### src/thumb_pkg.sv
package thumb_pkg;

    // ----------------------------------------------------------------------
    // thumbnail geometry
    // ----------------------------------------------------------------------

    localparam int THUMB_DIM     = 28;   // samples per side
    localparam int SAMPLE_SHIFT  = 4;    // step of 16 pixels and lines
    localparam int PIX_THRESHOLD = 128;  // dark pixel gives a 1
    localparam int ROW_IDX_W     = 5;    // holds 0..27 and the end value 28
    localparam int NUM_BANKS     = 2;    // front and back thumbnail

    // sampled window span in pixels and lines, 448
    localparam int WIN_SPAN    = THUMB_DIM << SAMPLE_SHIFT;
    // pixel position of the last sample in a row, 432
    localparam int LAST_SAMPLE = (THUMB_DIM - 1) << SAMPLE_SHIFT;

    // sensor side widths
    localparam int CAM_X_W = 10;
    localparam int CAM_Y_W = 9;
    localparam int PIX_W   = 8;

    // ----------------------------------------------------------------------
    // shared types
    // ----------------------------------------------------------------------

    typedef logic [CAM_X_W-1:0]   cam_x_t;    // pixel within line
    typedef logic [CAM_Y_W-1:0]   cam_y_t;    // line within frame
    typedef logic [PIX_W-1:0]     pix_t;      // raw sensor byte

    // one thumbnail row
    // bit k holds the sample at pixel 16*k
    typedef logic [THUMB_DIM-1:0] row_t;

    typedef logic [ROW_IDX_W-1:0] row_idx_t;  // row number

endpackage

### src/cam_sampler.sv
`timescale 1ns/10ps

module cam_sampler (
    input  logic                 cmos_pclk,
    input  logic                 rst_n,
    input  logic                 cmos_vsync_i,   // high for the whole frame
    input  logic                 cmos_href_i,    // active pixels of a line
    input  thumb_pkg::pix_t      cmos_db_i,
    input  logic                 wr_ack_i,
    output logic                 wr_req_o,
    output thumb_pkg::row_t      wr_row_o,
    output thumb_pkg::row_idx_t  wr_idx_o,
    output logic                 frame_end_o
);

    logic                 href_d;
    logic                 vsync_d;
    thumb_pkg::cam_x_t    cam_x;
    thumb_pkg::cam_y_t    cam_y;
    logic                 on_grid;
    logic                 in_window;
    logic                 sample_hit;
    logic                 sample_bit;
    logic                 row_done;
    thumb_pkg::row_t      row_sr;       // samples of the current line
    thumb_pkg::row_t      row_next;
    thumb_pkg::row_t      wr_row_q;     // write buffer toward the arbiter
    thumb_pkg::row_idx_t  wr_idx_q;
    logic                 wr_req_q;
    logic                 frame_end_q;

    // ----------------------------------------------------------------------
    // position tracking
    // ----------------------------------------------------------------------

    always_ff @(posedge cmos_pclk or negedge rst_n) begin
        if (!rst_n) begin
            href_d  <= 1'b0;
            vsync_d <= 1'b0;
            cam_x   <= '0;
            cam_y   <= '0;
        end else begin
            href_d  <= cmos_href_i;
            vsync_d <= cmos_vsync_i;

            // pixel index follows href, 0 on first active pixel
            if (!cmos_href_i) begin
                cam_x <= '0;
            end else if (cam_x != '1) begin
                cam_x <= cam_x + 1'b1;   // saturate on overlong lines
            end

            // line index advances at every href fall within the frame
            if (!cmos_vsync_i) begin
                cam_y <= '0;
            end else if (href_d && !cmos_href_i && cam_y != '1) begin
                cam_y <= cam_y + 1'b1;
            end
        end
    end

    // every 16th pixel of every 16th line
    assign on_grid    = (cam_x[thumb_pkg::SAMPLE_SHIFT-1:0] == '0) &&
                        (cam_y[thumb_pkg::SAMPLE_SHIFT-1:0] == '0);
    assign in_window  = (cam_x < thumb_pkg::cam_x_t'(thumb_pkg::WIN_SPAN)) &&
                        (cam_y < thumb_pkg::cam_y_t'(thumb_pkg::WIN_SPAN));
    assign sample_hit = cmos_href_i && on_grid && in_window;
    assign row_done   = sample_hit &&
                        (cam_x == thumb_pkg::cam_x_t'(thumb_pkg::LAST_SAMPLE));

    assign sample_bit = cmos_db_i < thumb_pkg::pix_t'(thumb_pkg::PIX_THRESHOLD);

    // new sample enters at the top and walks down to bit 0
    assign row_next = {sample_bit, row_sr[thumb_pkg::THUMB_DIM-1:1]};

    // ----------------------------------------------------------------------
    // row assembly
    // ----------------------------------------------------------------------

    always_ff @(posedge cmos_pclk) begin
        if (sample_hit) begin
            row_sr <= row_next;
        end
        if (row_done) begin
            wr_row_q <= row_next;   // 28th sample included
            wr_idx_q <= cam_y[thumb_pkg::SAMPLE_SHIFT +: thumb_pkg::ROW_IDX_W];
        end
    end

    // write request and frame end
    always_ff @(posedge cmos_pclk or negedge rst_n) begin
        if (!rst_n) begin
            wr_req_q    <= 1'b0;
            frame_end_q <= 1'b0;
        end else begin
            if (row_done) begin
                wr_req_q <= 1'b1;
            end else if (wr_ack_i) begin
                wr_req_q <= 1'b0;   // release, arbiter drops ack next
            end
            frame_end_q <= vsync_d && !cmos_vsync_i;   // vsync fall
        end
    end

    assign wr_req_o    = wr_req_q;
    assign wr_row_o    = wr_row_q;
    assign wr_idx_o    = wr_idx_q;
    assign frame_end_o = frame_end_q;

    // previous row must be accepted before the next one is ready
    a_row_not_pending: assert property (@(posedge cmos_pclk) disable iff (!rst_n)
        row_done |-> !wr_req_q);

endmodule

### src/thumb_arbiter.sv
`timescale 1ns/10ps

module thumb_arbiter (
    input  logic                 cmos_pclk,
    input  logic                 rst_n,
    // sampler side
    input  logic                 wr_req_i,
    input  thumb_pkg::row_t      wr_row_i,
    input  thumb_pkg::row_idx_t  wr_idx_i,
    input  logic                 frame_end_i,
    output logic                 wr_ack_o,
    // streamer side
    input  logic                 rd_req_i,
    input  thumb_pkg::row_idx_t  rd_idx_i,
    input  logic                 stream_busy_i,
    output logic                 rd_ack_o,
    output thumb_pkg::row_t      rd_row_o,
    output logic                 frame_ready_o,
    output logic                 frame_drop_o
);

    typedef enum logic [2:0] {
        S_IDLE,
        S_WR_GRANT,   // write strobe, ack rises at the next edge
        S_WR_ACK,
        S_RD_GRANT,   // read strobe, data and ack at the next edge
        S_RD_ACK
    } arb_state_e;

    arb_state_e  state_q;
    arb_state_e  state_d;
    logic        bank_q;          // back bank select
    logic        frame_ready_q;
    logic        frame_drop_q;
    logic        ram_we;
    logic        ram_re;

    // ----------------------------------------------------------------------
    // grant FSM
    // ----------------------------------------------------------------------

    always_comb begin
        state_d = state_q;
        case (state_q)
            S_IDLE: begin
                if (wr_req_i) begin
                    state_d = S_WR_GRANT;   // write wins a tie
                end else if (rd_req_i) begin
                    state_d = S_RD_GRANT;
                end
            end
            S_WR_GRANT: state_d = S_WR_ACK;
            S_WR_ACK:   if (!wr_req_i) state_d = S_IDLE;
            S_RD_GRANT: state_d = S_RD_ACK;
            S_RD_ACK:   if (!rd_req_i) state_d = S_IDLE;
            default:    state_d = S_IDLE;
        endcase
    end

    always_ff @(posedge cmos_pclk or negedge rst_n) begin
        if (!rst_n) begin
            state_q       <= S_IDLE;
            bank_q        <= 1'b0;
            frame_ready_q <= 1'b0;
            frame_drop_q  <= 1'b0;
        end else begin
            state_q       <= state_d;
            frame_ready_q <= 1'b0;
            frame_drop_q  <= 1'b0;
            // swap only when the streamer has let go of the front bank
            if (frame_end_i) begin
                if (!stream_busy_i) begin
                    bank_q        <= ~bank_q;
                    frame_ready_q <= 1'b1;
                end else begin
                    frame_drop_q  <= 1'b1;   // keep banks, lose this frame
                end
            end
        end
    end

    assign ram_we = (state_q == S_WR_GRANT);   // row lands as ack rises
    assign ram_re = (state_q == S_RD_GRANT);

    assign wr_ack_o      = (state_q == S_WR_ACK);
    assign rd_ack_o      = (state_q == S_RD_ACK);
    assign frame_ready_o = frame_ready_q;
    assign frame_drop_o  = frame_drop_q;

    thumb_ram u_ram (
        .cmos_pclk (cmos_pclk),
        .rst_n     (rst_n),
        .we_i      (ram_we),
        .wbank_i   (bank_q),
        .widx_i    (wr_idx_i),
        .wrow_i    (wr_row_i),
        .re_i      (ram_re),
        .ridx_i    (rd_idx_i),
        .rrow_o    (rd_row_o)
    );

    // an ack only answers a live request
    a_wr_ack_req: assert property (@(posedge cmos_pclk) disable iff (!rst_n)
        $rose(wr_ack_o) |-> wr_req_i);
    a_rd_ack_req: assert property (@(posedge cmos_pclk) disable iff (!rst_n)
        $rose(rd_ack_o) |-> rd_req_i);

endmodule

### src/thumb_ram.sv
`timescale 1ns/10ps

module thumb_ram (
    input  logic                 cmos_pclk,
    input  logic                 rst_n,
    input  logic                 we_i,
    input  logic                 wbank_i,   // back bank, takes the writes
    input  thumb_pkg::row_idx_t  widx_i,
    input  thumb_pkg::row_t      wrow_i,
    input  logic                 re_i,
    input  thumb_pkg::row_idx_t  ridx_i,
    output thumb_pkg::row_t      rrow_o
);

    thumb_pkg::row_t  mem [thumb_pkg::NUM_BANKS][thumb_pkg::THUMB_DIM];
    thumb_pkg::row_t  rrow_q;
    logic             rbank;

    assign rbank = ~wbank_i;   // front bank is the other one

    // write port, cleared thumbnail after reset
    always_ff @(posedge cmos_pclk or negedge rst_n) begin
        if (!rst_n) begin
            mem <= '{default: '0};
        end else if (we_i) begin
            mem[wbank_i][widx_i] <= wrow_i;
        end
    end

    // registered read, one cycle after re_i
    always_ff @(posedge cmos_pclk) begin
        if (re_i) begin
            rrow_q <= mem[rbank][ridx_i];
        end
    end

    assign rrow_o = rrow_q;

    a_widx_range: assert property (@(posedge cmos_pclk) disable iff (!rst_n)
        we_i |-> widx_i < thumb_pkg::row_idx_t'(thumb_pkg::THUMB_DIM));
    a_ridx_range: assert property (@(posedge cmos_pclk) disable iff (!rst_n)
        re_i |-> ridx_i < thumb_pkg::row_idx_t'(thumb_pkg::THUMB_DIM));

endmodule

### src/thumb_streamer.sv
`timescale 1ns/10ps

module thumb_streamer (
    input  logic                 cmos_pclk,
    input  logic                 rst_n,
    input  logic                 frame_ready_i,
    output logic                 rd_req_o,
    output thumb_pkg::row_idx_t  rd_idx_o,
    input  logic                 rd_ack_i,
    input  thumb_pkg::row_t      rd_row_i,
    output logic                 stream_busy_o,
    output thumb_pkg::row_t      row_o,
    output thumb_pkg::row_idx_t  row_idx_o,
    output logic                 row_valid_o,
    input  logic                 row_ready_i
);

    logic                 busy_q;
    logic                 rd_req_q;
    thumb_pkg::row_idx_t  rd_idx_q;     // next row to fetch, 28 when done
    logic                 buf_full_q;   // fetched row waiting for output
    thumb_pkg::row_t      buf_q;
    thumb_pkg::row_idx_t  buf_idx_q;
    logic                 valid_q;
    thumb_pkg::row_t      out_q;
    thumb_pkg::row_idx_t  out_idx_q;
    logic                 fetch_left;
    logic                 capture;
    logic                 load;
    logic                 accept;
    logic                 last_accept;

    assign fetch_left  = rd_idx_q < thumb_pkg::row_idx_t'(thumb_pkg::THUMB_DIM);
    assign capture     = rd_req_q && rd_ack_i;                 // rd_row valid now
    assign accept      = valid_q && row_ready_i;
    assign load        = buf_full_q && (!valid_q || row_ready_i);
    assign last_accept = accept &&
                         (out_idx_q == thumb_pkg::row_idx_t'(thumb_pkg::THUMB_DIM - 1));

    // ----------------------------------------------------------------------
    // read sequencing and output handshake
    // ----------------------------------------------------------------------

    always_ff @(posedge cmos_pclk or negedge rst_n) begin
        if (!rst_n) begin
            busy_q     <= 1'b0;
            rd_req_q   <= 1'b0;
            rd_idx_q   <= '0;
            buf_full_q <= 1'b0;
            valid_q    <= 1'b0;
        end else begin
            if (frame_ready_i && !busy_q) begin
                busy_q   <= 1'b1;
                rd_idx_q <= '0;   // new thumbnail in the front bank
            end else if (last_accept) begin
                busy_q   <= 1'b0;
            end

            // one read in flight, only into an empty buffer
            if (capture) begin
                rd_req_q <= 1'b0;
                rd_idx_q <= rd_idx_q + 1'b1;
            end else if (busy_q && !rd_req_q && !rd_ack_i && !buf_full_q && fetch_left) begin
                rd_req_q <= 1'b1;   // ack must be low again first
            end

            if (capture) begin
                buf_full_q <= 1'b1;
            end else if (load) begin
                buf_full_q <= 1'b0;
            end

            if (load) begin
                valid_q <= 1'b1;
            end else if (accept) begin
                valid_q <= 1'b0;
            end
        end
    end

    // row payload
    always_ff @(posedge cmos_pclk) begin
        if (capture) begin
            buf_q     <= rd_row_i;
            buf_idx_q <= rd_idx_q;
        end
        if (load) begin
            out_q     <= buf_q;
            out_idx_q <= buf_idx_q;
        end
    end

    assign rd_req_o      = rd_req_q;
    assign rd_idx_o      = rd_idx_q;
    assign stream_busy_o = busy_q;
    assign row_o         = out_q;
    assign row_idx_o     = out_idx_q;
    assign row_valid_o   = valid_q;

    // held row stays put under back-pressure
    a_hold_stable: assert property (@(posedge cmos_pclk) disable iff (!rst_n)
        valid_q && !row_ready_i |=> valid_q && $stable(out_q) && $stable(out_idx_q));

endmodule

### src/thumb_top.sv
`timescale 1ns/10ps

module thumb_top (
    input  logic                 cmos_pclk,
    input  logic                 rst_n,
    input  logic                 cmos_vsync_i,
    input  logic                 cmos_href_i,
    input  thumb_pkg::pix_t      cmos_db_i,
    input  logic                 row_ready_i,
    output thumb_pkg::row_t      row_o,
    output thumb_pkg::row_idx_t  row_idx_o,
    output logic                 row_valid_o,
    output logic                 frame_drop_o
);

    // ----------------------------------------------------------------------
    // sampler to arbiter
    // ----------------------------------------------------------------------
    logic                 wr_req;
    logic                 wr_ack;
    thumb_pkg::row_t      wr_row;
    thumb_pkg::row_idx_t  wr_idx;
    logic                 frame_end;

    // ----------------------------------------------------------------------
    // streamer to arbiter
    // ----------------------------------------------------------------------
    logic                 rd_req;
    logic                 rd_ack;
    thumb_pkg::row_idx_t  rd_idx;
    thumb_pkg::row_t      rd_row;
    logic                 stream_busy;
    logic                 frame_ready;

    cam_sampler u_sampler (
        .cmos_pclk    (cmos_pclk),
        .rst_n        (rst_n),
        .cmos_vsync_i (cmos_vsync_i),
        .cmos_href_i  (cmos_href_i),
        .cmos_db_i    (cmos_db_i),
        .wr_ack_i     (wr_ack),
        .wr_req_o     (wr_req),
        .wr_row_o     (wr_row),
        .wr_idx_o     (wr_idx),
        .frame_end_o  (frame_end)
    );

    // owns the two-bank memory
    thumb_arbiter u_arbiter (
        .cmos_pclk     (cmos_pclk),
        .rst_n         (rst_n),
        .wr_req_i      (wr_req),
        .wr_row_i      (wr_row),
        .wr_idx_i      (wr_idx),
        .frame_end_i   (frame_end),
        .wr_ack_o      (wr_ack),
        .rd_req_i      (rd_req),
        .rd_idx_i      (rd_idx),
        .stream_busy_i (stream_busy),
        .rd_ack_o      (rd_ack),
        .rd_row_o      (rd_row),
        .frame_ready_o (frame_ready),
        .frame_drop_o  (frame_drop_o)
    );

    thumb_streamer u_streamer (
        .cmos_pclk     (cmos_pclk),
        .rst_n         (rst_n),
        .frame_ready_i (frame_ready),
        .rd_req_o      (rd_req),
        .rd_idx_o      (rd_idx),
        .rd_ack_i      (rd_ack),
        .rd_row_i      (rd_row),
        .stream_busy_o (stream_busy),
        .row_o         (row_o),
        .row_idx_o     (row_idx_o),
        .row_valid_o   (row_valid_o),
        .row_ready_i   (row_ready_i)
    );

endmodule

### config.mk
export PLATFORM = sky130hd
export DESIGN_NAME = thumb_top
export DESIGN_NICKNAME = d
export VERILOG_FILES = /design/src/thumb_pkg.sv /design/src/cam_sampler.sv /design/src/thumb_arbiter.sv /design/src/thumb_ram.sv /design/src/thumb_streamer.sv /design/src/thumb_top.sv
export SDC_FILE = /design/constraint.sdc
export NUM_CORES = 2
export LEC_CHECK = 0
export BUFFER_PORTS_ARGS = -buffer_cell sky130_fd_sc_hd__buf_2
export CORE_MARGIN = 1
export CORE_UTILIZATION = 40
export CTS_CLUSTER_DIAMETER = 120
export DETAILED_ROUTE_END_ITERATION = 16
export GPL_TIMING_DRIVEN = 1
export HOLD_SLACK_MARGIN = 0.06
export SLEW_MARGIN = 20
export SYNTH_ARGS = -nofsm -noshare
export SYNTH_HDL_FRONTEND = slang
export SYNTH_SLANG_ARGS = --single-unit
### constraint.sdc
create_clock -name cmos_pclk -period 3.6 [get_ports cmos_pclk]
set_input_delay 0.72 -clock cmos_pclk [delete_from_list [all_inputs] [get_ports cmos_pclk]]
set_output_delay 0.72 -clock cmos_pclk [all_outputs]
set_load 0.02 [all_outputs]
==> results.yml <==
global_route:
  grt_pass1_vias: 45400
  grt_max_degree: 155
  grt_overflow: 0
  antenna_found_initial: 7
  grt_use_total: 0.215
  grt_pass1_wl_mm: 312
setup_path:
  endpoint: "u_arbiter.u_ram.rrow_o[26]$_DFFE_PP_"
  worstPathArrival_ns: 3.75
  critical_path.max_stage_delay_ns: 0.55
  crit_cells: 8
  end_kind: "flop"
  crit_chain: "buf_12 -> buf_4 -> mux4_2 -> mux2i_1 -> o22ai_1 -> nor2_1 -> buf_4 -> nor3_1"
  required_ns: 4.17
  cp_common_cell: "buf_4"
  rrSetupSlack_ns: 0.42
  timing.rr.end: "u_arbiter.u_ram.rrow_o[26]$_DFFE_PP_"
  worstRegToRegCells: 8
  path_class: "reg2reg"
  cp_max_fo: 21
  cp_num_buf_inv: 3
  cpLargestDelayFamily: "multiplexers"
  slowest_stage: "dfrtp_4"
  worstSetupStartpoint: "u_arbiter.bank_q$_DFFE_PN0P_"
  cp-start-kind: "flop"
  reg2reg_from: "u_arbiter.bank_q$_DFFE_PN0P_"
pwr:
  power_leakage_uw: 0.0414
  powerDensity_nw_per_um2: 567
  power_uw: 50000
  vdd_drop_max_v: 0.000371
detailed_routing:
  drc_errors: 0
  dr.pass1.iters: 9
  drt_iter0_drc: 2925
  wl_mm: 209
  vias_per_cell: 5.71
  drtAntennaViolNets: 0
  post_drt_wl_per_cell_um: 27.5
  routed-via-count: 43400
sta:
  tightest_slew_ns: 1.00
  hold_viol: 0
  slew_headroom: 0.315
  skew_ns: 0.0301
  fin_crit_sh: 0.884
  whs_ns: 0.136
  slew_violations: 0
  fin_tns_setup_ns: 0
  setup_viol: 0
  grt_setup_unrepaired: "no"
  fin_crit_ns: 3.18
  max_freq_mhz: 314
cts:
  ctsResizeCount: 0
  clock-sinks: 1760
  clock-root-buffer: "clkbuf_16"
  ctsHoldBuffers: 1
  cts_setup_buffers: 0
  cts_tree: "done"
  clk_latency_ns: 0.85
  cts_buffers: 183
  clockBufferDepth: 3
  clk_pin_slew_worst_paths_ns: 0.06
  h-tree-depth: 4
floorplanning:
  rows: 161
  dieHeight_um: 443
  start_util: 0.403
  coreArea_sq_um: 193000
  die_area_sq_um: 196000
  die_w_um: 443
  ioPinCount: 48
final_layout:
  n_fill_cell: 16500
  final_cell_mix: "dfrtp_1, mux2_2, mux4_2"
  fin_util: 0.458
  drive_gt1_frac: 0.506
  final_common_cell: "dfrtp_1"
  postLayoutCellArea_sq_um: 88200
  area_delta_synth_final_pct: 13.5
  nets: 4946
synthesis:
  synth_edf_count: 154
  yosysWarnings: 0
  synthTopCellsByArea: "dfrtp_1, mux2_2, mux4_2"
  synth_nets: 4887
  ys_seq_area_frac: 0.576
  avgSynthCellArea_sq_um: 16.0
  yosysTopAreaCell: "dfrtp_1"
  async_reset_ff_frac: 0.913
  ys_ff_latch: 1760
  synth_top_area_frac: 0.517
  synth_cell_types: 67
  netlist_area_sq_um: 77800
  dominantRegCellSynth: "dfrtp_1"
  netlist_instances: 4868
flow_run:
  maxCapViolations: 0
placed_design:
  dpl_cell_area_sq_um: 82100
  gp_congestion: 0.853
  hpwlAfterDp_mm: 130
  portBuffers: 40
min_path:
  min_path_type: "in2reg"
status:
  status: "finished, final reports clean"
==> through the flow <==
step                      setup slack [ns]  cells
after floorplan                      0.418   4868
after global routing                 0.341   7608
final                                0.419   7610
after CTS                            0.491   7605
after global placement               0.503   7264
after detailed placement             0.511   7265
==> cell usage after synthesis, drive strengths merged (8+ instances only) <==
master and count:
a21oi 23, o21ai 56, inv 11, a2111oi 20, dfrtp 1606, xnor2 10
nand2 64, o211a 9, mux4 337, mux2i 236, and2 16, mux2 1572
nand3 19, nor2 70, clkbuf 257, a22o 8, edfxtp 154, o22ai 77
nand4 10, nor2b 11, nor3 17, a211oi 21, buf 185, nand2b 9
==> metal layers <==
metal	up-vias	track usage	routed length [um]
met5	-	0	0
met4	0	0.0802	7570
met3	291	0.0316	8840
met2	881	0.338	98100
met1	24000	0.302	94600
li1	18300	-	-
==> area by class of cell <==
| class | count | area [sq um] | area share |
|---|---|---|---|
| timing repair buffer | 316 | 3140 | 0.0356 |
| antenna | 3 | 7.51 | 0.0000851 |
| tap | 2526 | 3160 | 0.0358 |
| sequential | 1760 | 44800 | 0.508 |
| clock buffer | 277 | 5370 | 0.0608 |
| clock inverter | 62 | 738 | 0.00837 |
| inverter | 11 | 41.3 | 0.000468 |
| multi-input combinational | 2655 | 30900 | 0.351 |
==> power by group <==
| part | internal (uW) | switching [uW] | total, uW |
|---|---|---|---|
| Combinational | 3830 | 5180 | 9000 |
| Clock | 11100 | 8070 | 19200 |
| Sequential | 21100 | 652 | 21800 |
| Total | 36100 | 13900 | 50000 |
==> sequential cells by signal (all words and copies together) (netlist names), 9 cells and up <==
name	flops
u_sampler.cam_x	10
u_sampler.wr_row_o	28
u_sampler.row_sr	27
u_streamer.buf_q	28
u_streamer.row_o	28
u_sampler.cam_y	9
u_arbiter.u_ram.mem	1568
u_arbiter.u_ram.rrow_o	28
==> cell families (layout without fill, tap and decap cells) <==
family                     after synthesis  count (layout)  share of synthesized area
AOI/OAI and AO/OA                      243             243                     0.0206
xor gates and xnor gates                14              14                    0.00158
adders and majority gates                6               6                   0.000965
buffers and inverters                  453             666                     0.0272
DFF                                   1760            1760                      0.576
muxes                                 2145            2145                      0.356
other                                    0               3                          0
and+or+nand+nor                        247             247                     0.0177
==> worst min-delay path by stage <==
stage / end / slack, ns / start / cells past startpoint
global route: u_sampler.vsync_d$_DFF_PN0_ / 0.11 / cmos_vsync_i / 1
floorplan: u_sampler.wr_row_o[0]$_DFFE_PP_ / 0.40 / u_sampler.row_sr[1]$_DFFE_PP_ / 0
global placement: u_sampler.wr_row_o[0]$_DFFE_PP_ / 0.40 / u_sampler.row_sr[1]$_DFFE_PP_ / 0
finish: u_sampler.vsync_d$_DFF_PN0_ / 0.14 / cmos_vsync_i / 1
detailed placement: u_streamer.buf_q[25]$_DFFE_PP_ / 0.40 / u_arbiter.u_ram.rrow_o[25]$_DFFE_PP_ / 0
CTS: u_sampler.vsync_d$_DFF_PN0_ / 0.07 / cmos_vsync_i / 1
No activity file was read; power rests on OpenSTA's default activity.
